[src/logic/uce_pkg.sv]
package uce_pkg;

  localparam int paddr_width        = 32;
  localparam int sets_num           = 64;
  localparam int assoc_num          = 8;
  localparam int block_width        = 512;
  localparam int dword_width        = 64;
  localparam int index_width        = $clog2(sets_num);
  localparam int way_width          = $clog2(assoc_num);
  localparam int block_offset_width = $clog2(block_width / 8);
  localparam int ptag_width         = paddr_width - index_width - block_offset_width;
  localparam int lce_id_width       = 4;
  localparam int max_credits        = 4;
  localparam int credit_width       = $clog2(max_credits + 1);

  typedef enum logic [1:0] {e_miss_load, e_miss_store, e_uc_load, e_uc_store} cache_req_type_e;

  typedef struct packed {
    cache_req_type_e          msg_type;
    logic [paddr_width-1:0]   addr;
    logic [1:0]               size;
    logic [dword_width-1:0]   data;
  } cache_req_s;

  // way picked by the replacement policy, and whether it holds dirty data
  typedef struct packed {
    logic [way_width-1:0] repl_way;
    logic                 dirty;
  } cache_req_meta_s;

  typedef enum logic [1:0] {e_tag_set_clear, e_tag_read, e_tag_set_tag} tag_op_e;
  typedef enum logic [1:0] {e_data_read, e_data_write, e_data_uncached} data_op_e;
  typedef enum logic {e_stat_set_clear, e_stat_clear_dirty} stat_op_e;
  typedef enum logic {e_coh_invalid, e_coh_modified} coh_state_e;

  typedef struct packed {
    tag_op_e                opcode;
    logic [index_width-1:0] index;
    logic [way_width-1:0]   way;
    coh_state_e             state;
    logic [ptag_width-1:0]  tag;
  } tag_pkt_s;

  typedef struct packed {
    data_op_e               opcode;
    logic [index_width-1:0] index;
    logic [way_width-1:0]   way;
    logic [block_width-1:0] data;
  } data_pkt_s;

  typedef struct packed {
    stat_op_e               opcode;
    logic [index_width-1:0] index;
    logic [way_width-1:0]   way;
  } stat_pkt_s;

  typedef enum logic [2:0] {e_mem_rd, e_mem_wr, e_mem_uc_rd, e_mem_uc_wr, e_mem_wb} mem_msg_type_e;
  typedef enum logic {e_mem_size_8, e_mem_size_64} mem_size_e;

  // shared by commands and responses
  typedef struct packed {
    mem_msg_type_e           msg_type;
    logic [paddr_width-1:0]  addr;
    mem_size_e               size;
    logic [way_width-1:0]    way;
    logic [lce_id_width-1:0] lce_id;
    logic [block_width-1:0]  data;
  } mem_msg_s;

endpackage

[src/logic/uce_credit_counter.sv]
`timescale 1ns/1ps

module uce_credit_counter
(
  input  logic clk_i,
  input  logic reset_i,
  input  logic cmd_accept_i,
  input  logic resp_yumi_i,
  output logic credits_full_o,
  output logic credits_empty_o
);
  import uce_pkg::*;

  logic [credit_width-1:0] count_r;

  // up and down together leave the count alone
  always_ff @(posedge clk_i)
    if (reset_i)
      count_r <= '0;
    else if (cmd_accept_i & ~resp_yumi_i)
      count_r <= count_r + credit_width'(1);
    else if (~cmd_accept_i & resp_yumi_i)
      count_r <= count_r - credit_width'(1);

  assign credits_full_o  = (count_r == credit_width'(max_credits));
  assign credits_empty_o = (count_r == '0);

  a_no_underflow: assert property (@(posedge clk_i) disable iff (reset_i)
    resp_yumi_i |-> !credits_empty_o);
  a_no_overflow: assert property (@(posedge clk_i) disable iff (reset_i)
    (cmd_accept_i && !resp_yumi_i) |-> !credits_full_o);

endmodule

[config.mk]
export PLATFORM = sky130hd
export DESIGN_NAME = uce_credit_counter
export DESIGN_NICKNAME = d
export VERILOG_FILES = /design/src/logic/uce_pkg.sv /design/src/logic/uce_credit_counter.sv
export SDC_FILE = /design/constraint.sdc
export NUM_CORES = 1
export LEC_CHECK = 0
export BUFFER_PORTS_ARGS = -buffer_cell sky130_fd_sc_hd__clkbuf_2
export CAP_MARGIN = 20
export CORE_AREA = 2 2 39 41
export DETAILED_ROUTE_END_ITERATION = 10
export DIE_AREA = 0 0 41 43
export PLACE_DENSITY = 0.3
export SYNTH_ARGS = -nofsm -noshare
export SYNTH_HDL_FRONTEND = slang
export SYNTH_SLANG_ARGS = --single-unit
export TNS_END_PERCENT = 50
[constraint.sdc]
create_clock -name clk_i -period 2.7 [get_ports clk_i]
set_input_delay 0.27 -clock clk_i [delete_from_list [all_inputs] [get_ports clk_i]]
set_output_delay 0.27 -clock clk_i [all_outputs]
set_load 0.01 [all_outputs]
=== Yosys cells after proc, flatten, opt, wreduce, memory -nomap -nowiden ===
Index checks and enable logic that the tools add are counted.

* Add/subtract/negate cells: 2
* Eq/ne operators: 1
* Multiplexer cells: 2
* Bitwise operators: 4
* Reductions and logical operators: 2

{| class="wikitable"
|+ Operators by type and width
! operator !! count
|-
| $mux W3 || 2
|-
| $add A3 B1 Y3 const B || 1
|-
| $eq A3 B3 Y1 const B || 1
|-
| $logic_not A3 Y1 || 1
|-
| $sub A3 B1 Y3 const B || 1
|-
| $and A1 B1 Y1 || 2
|-
| $not A1 Y1 || 2
|-
| $reduce_bool A2 Y1 || 1
|}

* Flip-flop bits (word level): 3
* Input port bits: 4
* Output and inout port bits: 2
* Logic and storage cells: 12

=== Logic depth before layout (Yosys ltp) ===
Gate-level depths: netlist of run 1.

* Depth after elaboration: 4
* Mapped depth: 7
* Mapped depth without buffers: 7

=== Least setup slack after synthesis of run 1 ===
OpenSTA, ideal clock, no wires.

* Kind: input port to flip-flop
* Start: in resp_yumi_i
* End: reg count_r[2]
* Setup time: 0.070 ns
* Arrival: 1.441 ns
* Required time: 2.630 ns
* Path slack: 1.189 ns
* Stages: 7
* Buffers on the path: 0
* Cell sequence: inv_1 ha_1 inv_1 fa_1 xor2_1 or3_1 a21oi_1

* Word-level cells in the longest chain between the ends: 3
* Elaborated cells between the ends (all ways): 5
* Classes of those cells: mux: 1; bitwise: 3; reduce/logical: 1

{| class="wikitable"
|+ Ends and longest elaborated chain
! item !! line !! RTL
|-
| from (decl) || uce_credit_counter.sv:8 || <nowiki>input logic resp_yumi_i,</nowiki>
|-
| $not A1 Y1 || uce_credit_counter.sv:20 || <nowiki>else if (cmd_accept_i & ~resp_yumi_i)</nowiki>
|-
| $and A1 B1 Y1 || uce_credit_counter.sv:20 ||
|-
| $mux W3 or $reduce_bool A2 Y1 (tied branches) || - ||
|-
| to (signal assigned) || uce_credit_counter.sv:21 || <nowiki>count_r <= count_r + credit_width'(1);</nowiki>
|-
| to (signal assigned) || uce_credit_counter.sv:23 || <nowiki>count_r <= count_r - credit_width'(1);</nowiki>
|-
| to (decl) || uce_credit_counter.sv:14 || <nowiki>logic [credit_width-1:0] count_r;</nowiki>
|}

Several ways; a longest one is shown, not always the timed one.
A chain may end at the register's enable or synchronous reset.

=== Worst setup path after layout of run 1 ===
* Start: reg count_r[0]
* End: reg count_r[2]

* Word-level cells in the longest chain between the ends: 3
* Elaborated cells between the ends (all ways): 4
* Classes of those cells: add/sub: 2; mux: 2

{| class="wikitable"
|+ Ends and longest elaborated chain
! item !! line !! RTL
|-
| $sub A3 B1 Y3 || uce_credit_counter.sv:23 ||
|-
| $mux W3 || uce_credit_counter.sv:22 || <nowiki>else if (~cmd_accept_i & resp_yumi_i)</nowiki>
|-
| $mux W3 * || uce_credit_counter.sv:20 ||
|}

Every way passes the cells marked *; elsewhere a longest branch is shown, timed or not. The select of a mux whose other input is x is not followed.

==> results of run 1 <==
placed cells by master, fill, tap and decap left out:
| cell | instances |
|---|---|
| a21oi_1 | 1 |
| clkbuf_1 | 1 |
| clkbuf_2 | 5 |
| clkbuf_4 | 3 |
| dfxtp_1 | 3 |
| fa_1 | 1 |
| ha_1 | 1 |
| inv_1 | 2 |
| mux2i_1 | 1 |
| nor2_1 | 2 |
| nor3_1 | 1 |
| nor3b_1 | 1 |
| o21ai_0 | 1 |
| or3_1 | 1 |
| xor2_1 | 2 |
cells in the mapped netlist:
cell	count	area share
a21oi_1	1	0.031
dfxtp_1	3	0.37
fa_1	1	0.12
ha_1	1	0.076
inv_1	2	0.046
mux2i_1	1	0.061
nor2_1	2	0.046
nor3_1	1	0.031
nor3b_1	1	0.046
o21ai_0	1	0.031
or3_1	1	0.038
xor2_1	2	0.11
power by group through the flow:
stage | clock (W) | combinational, W | sequential, W
3_5_place_dp | 0 | 0.0000443 | 0.0000641
2_1_floorplan | 0 | 0.0000316 | 0.0000610
4_1_cts | 0.0000837 | 0.0000444 | 0.0000632
6_report | 0.0000778 | 0.0000435 | 0.0000626
3_3_place_gp | 0 | 0.0000439 | 0.0000640
5_1_grt | 0.0000842 | 0.0000525 | 0.0000646
per-stage QoR:
stage	cell area, µm²	hold slack [ns]	total power (W)	instances	util
6_report	235.2	0.2313	0.0001840	42	0.1700
5_1_grt	235.2	0.2254	0.0002013	42	0.1700
2_1_floorplan	163.9	0.3391	0.00009262	17	-
4_1_cts	235.2	0.2193	0.0001913	42	0.1700
3_3_place_gp	209.0	0.4683	0.0001079	38	0.1510
3_5_place_dp	209.0	0.4708	0.0001083	38	0.1510
layer usage:
| layer | GRT usage | up-vias | share of wire |
|---|---|---|---|
| li1 | - | 73 | - |
| met1 | 0.05112 | 61 | 0.42 |
| met2 | 0.06563 | 5 | 0.48 |
| met3 | 0.01571 | 0 | 0.10 |
| met4 | 0.08000 | 0 | 0 |
| met5 | 0 | - | 0 |
worst max-delay path: cells and delay by family, from the launching register on:
family,cells,cell delay (ns)
DFF,1,0.35
xor gates and xnor gates,1,0.15
and+or+nand+nor,1,0.30
adders and majority gates,1,0.44
AOI/OAI and AO/OA,1,0.14
path summary, 6_finish.rpt:
| path | start | to | slack [ns] |
|---|---|---|---|
| worst max-delay path | count_r[0] | count_r[2] | 1.25 |
| worst max register to register | count_r[0] | count_r[2] | 1.25 |
| worst min-delay path | reset_i | count_r[1] | 0.23 |
| worst min register to register | count_r[2] | count_r[2] | 0.50 |
area by class of cell:
cell class,count,area (µm²)
multi-input combinational,12,96.34
inverter,2,7.507
sequential,3,60.06
tap,16,20.02
timing repair buffer,5,25.02
clock buffer,4,26.28
fill,158,1149
cells by family (layout without fill, tap and decap cells):
logic type      Yosys count  count (layout)
mux                       1               1
simple gates              5               5
flops                     3               3
fa+ha+maj                 2               2
buf+inv                   2              11
compound gates            2               2
xor+xnor                  2               2
==> metrics.txt, run 1 <==
first-pass GRT wire length=558 µm; Synth-to-Final Area Change=43.51%; Worst Setup End Kind=flip-flop; syn nets=23; count of different cell masters after synthesis=12; nets=33; Setup violations, final=0; setup ws final=1.248 ns; achievable clock frequency=688.6 MHz; vias in the first global route=157; ant diodes=0; crit start category=flip-flop; main combinational cell family by area after synthesis=adder cells; max FFs per register=3; PortBufs=5; critical-path maximum fanout=4; DRC=0; slew margin rel.=0.8675; num rows=14; Slew Viols, Final=0; worst hold path type=input pin to flip-flop; sequential area share after synthesis=0.3664; routed wire length per instance=7.143 µm; TritonCTS clock tree=yes; clock root cell=clkbuf_4; setup TNS=0 ns; Initial Util=0.1184; Final Skew=0.004537 ns; CTS Sinks=3; Clock Pin Slew Worst Setup and Hold Paths=0.04 ns; status=finished clean; grt total ovfl=0; TritonCTS buffer count=3; post-layout minimum cycle time=1.452 ns; synthesis-stage register bit count=3; crit-path cells=fa_1 -> xor2_1 -> or3_1 -> a21oi_1; Post-Synth Adder-Cell Area=0.1985; Synth Area per Inst=9.642 µm²; GPL Wtd Cong=0.5576; largest register by flop count=count_r; hold_buf cts=0; Vias/cell=3.310; Die W=41 µm; R2R depth=4; Peak VDD IR=0.08490 mV; chip height=43 µm; Detailed Route WL=300 µm; Reg power frac=0.340; data required time at the worst endpoint=2.86 ns; RSZ-0062 raised after global routing=false; yosys warns=0; hold depth=2; Critical-path top delay cell=fa_1; MaxCap Viol Count=0; switching power=0.00005303 W; dpl ws=1.031 ns; via count=139; post-synthesis simple-gate area fraction=0.1603; Net Sw Frac=0.2883; CP arrival=1.62 ns; Detail Route Antenna Nets=0; Total Die Area=1763 µm²; Leak=0.1128 nW; Clk Latency, worst-skew pair=0.23 ns; Initial DRT Pass Iterations=1; Synth Area in Compound Gates=0.06107; Final Hold Viols=0; IO Count=6; H-tree depth=1; clk buf depth=2; Clock power frac=0.423; drt first-iter violations=0; internal power=0.0001309 W; pin count of the biggest net entering global routing=5; mapped cell area=163.9 µm²; Largest regs=count_r (3); Post-Synth XOR/XNOR Area=0.1069; Least-Margin Pin Slew=0.1984 ns; CTS resizes=0; share of layout cells above drive strength 1=0.3077; CP max stage delay=0.44 ns; Synth Instances=17; total setup buffers inserted after CTS=0; Total GRT Usage=0.05210; initial antenna violation count=0; Power Density=782.0 nW/µm²; mux cell area share after synthesis=0.06107; fin crit share=0.5379; Logic pwr share=0.237; Setup CP Type=flip-flop to flip-flop; core region area=1384 µm²
Note: power is estimated with default switching activity, not from simulation.
==> run 2: changes to the inputs <==
==> constraint.sdc (replaced) <==
create_clock -name clk_i -period 1.15 [get_ports clk_i]
set_input_delay 0.115 -clock clk_i [delete_from_list [all_inputs] [get_ports clk_i]]
set_output_delay 0.115 -clock clk_i [all_outputs]
set_load 0.01 [all_outputs]
==> run 2 against run 1 <==
The run now ends with setup timing left. Via count up 18%. Register-to-register slack worse by 1.4 ns. Utilization up 2.4 points. Non-clock buffer count up 3. Maximum frequency up 12%. Clock skew down 0.0042 ns. Critical path type unchanged. Largest power group unchanged.
==> metrics.txt, run 2 (synthesis gave the netlist of run 1 again) <==
status=finished with violations; failing checks=setup timing; pin count of the biggest net entering global routing=5; hold depth=2; share of layout cells above drive strength 1=0.5172; Worst Setup End Kind=flip-flop; initial antenna violation count=0; leading cell types in the layout, fill and taps excluded=3 x clkbuf_4, 3 x clkbuf_2, 3 x buf_4; Vias/cell=3.644; Power Density=1759 nW/µm²; PortBufs=5; hold_buf cts=0; R2R depth=4; drt first-iter violations=0; crit start category=flip-flop; flop2flop setup slack=-0.15 ns; nets=36; met2 Resource Use GR=0.07500; num rows=14; Setup violations, final=1; clk buf depth=2; placed insts=41; Reg area=62.56 µm²; launching point of the worst reg2reg path=count_r[1]; IO Count=6; Leak=0.1310 nW; vias in the first global route=146; Clock Pin Slew Worst Setup and Hold Paths=0.04 ns; # fillers=161; Setup CP Type=flip-flop to flip-flop; CTS Sinks=3; CP arrival=1.47 ns; achievable clock frequency=768.5 MHz; GPL Wtd Cong=0.5615; TritonCTS clock tree=yes; largest register by flop count=count_r; post-layout minimum cycle time=1.301 ns; chip height=43 µm; RSZ-0062 raised after global routing=true; Synth-to-Final Area Change=63.36%; routed wire length per instance=8.511 µm; footprint of the multi-input gates=103.9 µm²; met1 Usage GRT=0.05414; ant diodes=0; MaxCap Viol Count=0; slew margin rel.=0.8876; H-tree depth=1; worst hold path type=input pin to flip-flop; Peak VDD IR=0.3490 mV; setup TNS=-0.1513 ns; Least-Margin Pin Slew=0.1674 ns; first-pass GRT wire length=572 µm; fin crit share=1.132; Total Die Area=1763 µm²; clock root cell=clkbuf_4; Die W=41 µm; Slew Viols, Final=0; non-filler cells, final=45; total setup buffers inserted after CTS=0; setup ws final=-0.1513 ns; core region area=1384 µm²; Largest regs=count_r (3); Detailed Route WL=383 µm; grt total ovfl=0; critical-path maximum fanout=2; Worst Hold Path EP=count_r[1]; Final Skew=0.0002903 ns; DRC=0; Detail Route Antenna Nets=0; TritonCTS buffer count=3; data required time at the worst endpoint=1.32 ns; Initial Util=0.1184; met3 Resource Use GR=0.03141; Initial DRT Pass Iterations=1; via count=164; Final Hold Viols=0; Clk Latency, worst-skew pair=0.24 ns; Total GRT Usage=0.05305; max FFs per register=3; GR peak layer=met2; hold path start=reset_i; capturing point of the worst reg2reg path=count_r[2]
[run 2: layout make-up]
cell class,count,area share
Sequential cell,3,0.2336
Timing Repair Buffer,8,0.1776
Inverter,2,0.02804
Tap cell,16,0.07477
Clock buffer,4,0.09813
Multi-Input combinational cell,12,0.3879
[run 2: report_power, final]
group          internal [W]  switching, W
clock network      0.000130     0.0000593
registers          0.000127     0.0000157
logic             0.0000748     0.0000639
[run 2: worst max-delay path, cell delays in order (launching register included)]
cell,delay (ns)
dfxtp_2,0.32
fa_2,0.35
xor2_1,0.15
or3_1,0.30
a21oi_1,0.11
[run 2: timing repair]
action / CTS / global route
setup endpoints to repair: 3 / 3
pin swaps: 2 / 0
gates resized for setup: 2 / 2
[run 2: layer usage]
layer	part of all wire	routed length, µm
met1	0.42	161
met2	0.47	180
met3	0.11	41
met4	0	0
met5	0	0
[run 2: per-stage QoR]
step | total power, W | cell area (µm²) | setup slack [ns] | util | hold WS [ns]
floorplan | 0.0002210 | 167.7 | -0.1787 | - | 0.1800
global placement | 0.0002776 | 235.2 | -0.3111 | 0.1700 | 0.3212
detailed placement | 0.0002795 | 235.2 | -0.3232 | 0.1700 | 0.3229
CTS | 0.0004852 | 267.8 | -0.1603 | 0.1935 | 0.06585
global route | 0.0005175 | 267.8 | -0.1912 | 0.1935 | 0.07258
finish | 0.0004709 | 267.8 | -0.1513 | 0.1935 | 0.07675
[run 2: worst max path at each step]
stage                           start         end  slack (ns)  depth (start not counted)
after CTS                  count_r[1]  count_r[2]       -0.16                          4
after global routing       count_r[1]  count_r[2]       -0.19                          4
after detailed placement  resp_yumi_i  count_r[2]       -0.32                          8
after floorplan            count_r[0]  count_r[2]       -0.18                          4
final                      count_r[1]  count_r[2]       -0.15                          4
after global placement    resp_yumi_i  count_r[2]       -0.31                          8
==> run 3: changes to the inputs <==
==> constraint.sdc (replaced) <==
create_clock -name clk_i -period 1.5 [get_ports clk_i]
set_input_delay 0.15 -clock clk_i [delete_from_list [all_inputs] [get_ports clk_i]]
set_output_delay 0.15 -clock clk_i [all_outputs]
set_load 0.01 [all_outputs]
==> run 3 against run 2 <==
The run now ends clean. Critical path type unchanged. Largest power group unchanged. Maximum frequency shrank 7.0%. Clock power fell by 24%. Worst hold slack improved by 0.029 ns. Die area did not move.
==> metrics.txt, run 3 (synthesis gave the netlist of run 1 again) <==
status=finished clean; Worst Hold Path EP=count_r[2]; critical-path maximum fanout=4; R2R depth=4; Setup violations, final=0; Final Hold Viols=0; CTS resizes=0; Worst Setup End Kind=flip-flop; CP arrival=1.57 ns; Detail Route Antenna Nets=0; clock root cell=clkbuf_4; hold path start=reset_i; H-tree depth=1; largest register by flop count=count_r; ant diodes=0; max FFs per register=3; post-layout minimum cycle time=1.399 ns; post-route cell area=250.2 µm²; hold depth=2; first-pass GRT wire length=427 µm; IO Count=6; clk buf depth=2; Detailed Route WL=312 µm; Initial DRT Pass Iterations=1; Least-Margin Pin Slew=0.1741 ns; TritonCTS buffer count=3; Vias/cell=3.114; hold_buf cts=0; Slew Viols, Final=0; vias in the first global route=123; pin count of the biggest net entering global routing=5; routed wire length per instance=7.091 µm; Final Skew=0.001870 ns; CTS Sinks=3; launching point of the worst reg2reg path=count_r[1]; TritonCTS clock tree=yes; area post-placement=224.0 µm²; share of layout cells above drive strength 1=0.3571; GPL Wtd Cong=0.5098; flop2flop setup slack=0.10 ns; leading cell types in the layout, fill and taps excluded=5 x clkbuf_2, 3 x clkbuf_4, 3 x dfxtp_1; Power Density=1371 nW/µm²; capturing point of the worst reg2reg path=count_r[2]; Worst Setup SP=count_r[1]; RSZ-0062 raised after global routing=false; grt total ovfl=0; DRC=0; Clk Latency, worst-skew pair=0.23 ns; num rows=14; # fillers=160; data required time at the worst endpoint=1.67 ns; Die W=41 µm; commonest non-fill, non-tap cell in the layout=clkbuf_2; Tot Pwr=0.0003430 W; Setup CP Type=flip-flop to flip-flop; Total GRT Usage=0.03808; PortBufs=5; Leak=0.1231 nW; via count=137; total setup buffers inserted after CTS=0; nets=35; Total Die Area=1763 µm²; crit start category=flip-flop; Initial Util=0.1184; MaxCap Viol Count=0; Peak VDD IR=0.3048 mV; Largest regs=count_r (3); Synth-to-Final Area Change=52.67%; slew margin rel.=0.8838; fin crit share=0.9325; achievable clock frequency=715.0 MHz; worst hold path type=input pin to flip-flop; initial antenna violation count=0; Clock Pin Slew Worst Setup and Hold Paths=0.04 ns; Core Util, Final=0.1808; drt first-iter violations=0; core region area=1384 µm²; chip height=43 µm
run 3: cell count changes in the layout (fill, tap and decap cells not counted), sizes merged:
cell,before,now
buf,5,2
clkbuf,7,9
run 3: area by class of cell:
cell class | instances | area, µm² | share of cell area
Tap cell | 16 | 20.02 | 0.08000
Multi-Input combinational cell | 12 | 96.34 | 0.3850
Timing Repair Buffer | 7 | 40.04 | 0.1600
Inverter | 2 | 7.507 | 0.03000
Sequential cell | 3 | 60.06 | 0.2400
Clock buffer | 4 | 26.28 | 0.1050
run 3: per-layer routing:
metal	global-route usage	vias up	share of wire	wire, µm
met4	0.02000	0	0	0
met1	0.04153	53	0.52	162
met3	0.03141	0	0.12	37
met2	0.05000	7	0.36	112
li1	-	77	-	-
met5	0	-	0	0
run 3: report_power, final:
group | switching [W] | internal (W) | total, W | leakage (nW)
logic | 0.0000416 | 0.0000475 | 0.0000892 | 0.0832
registers | 0.0000147 | 0.0000950 | 0.000110 | 0.0249
clock network | 0.0000442 | 0.0000999 | 0.000144 | 0.0150
total | 0.000101 | 0.000242 | 0.000343 | 0.123
run 3: how the worst max path moves through the flow:
| stage | end | slack, ns | depth (start not counted) |
|---|---|---|---|
| after detailed placement | count_r[2] | -0.02 | 8 |
| after CTS | count_r[2] | 0.09 | 4 |
| after global routing | count_r[2] | 0.04 | 4 |
| after floorplan | count_r[2] | 0.11 | 4 |
| final | count_r[2] | 0.10 | 4 |
| after global placement | count_r[2] | -0.009 | 8 |
run 3: per-stage QoR:
step           setup WS (ns)  hold slack [ns]  setup TNS [ns]  instances
2_1_floorplan         0.1085           0.2191               0         17
3_3_place_gp       -0.009105           0.3499       -0.009105         40
3_5_place_dp        -0.02076           0.3491        -0.02076         40
4_1_cts              0.09338           0.1012               0         44
5_1_grt              0.03624           0.1065               0         44
6_report              0.1013           0.1059               0         44
run 3: worst max-delay path, stage by stage, from the launching register on:
cell	delay (ns)
dfxtp_1	0.34
fa_1	0.41
xor2_1	0.15
or3_1	0.30
a21oi_1	0.13
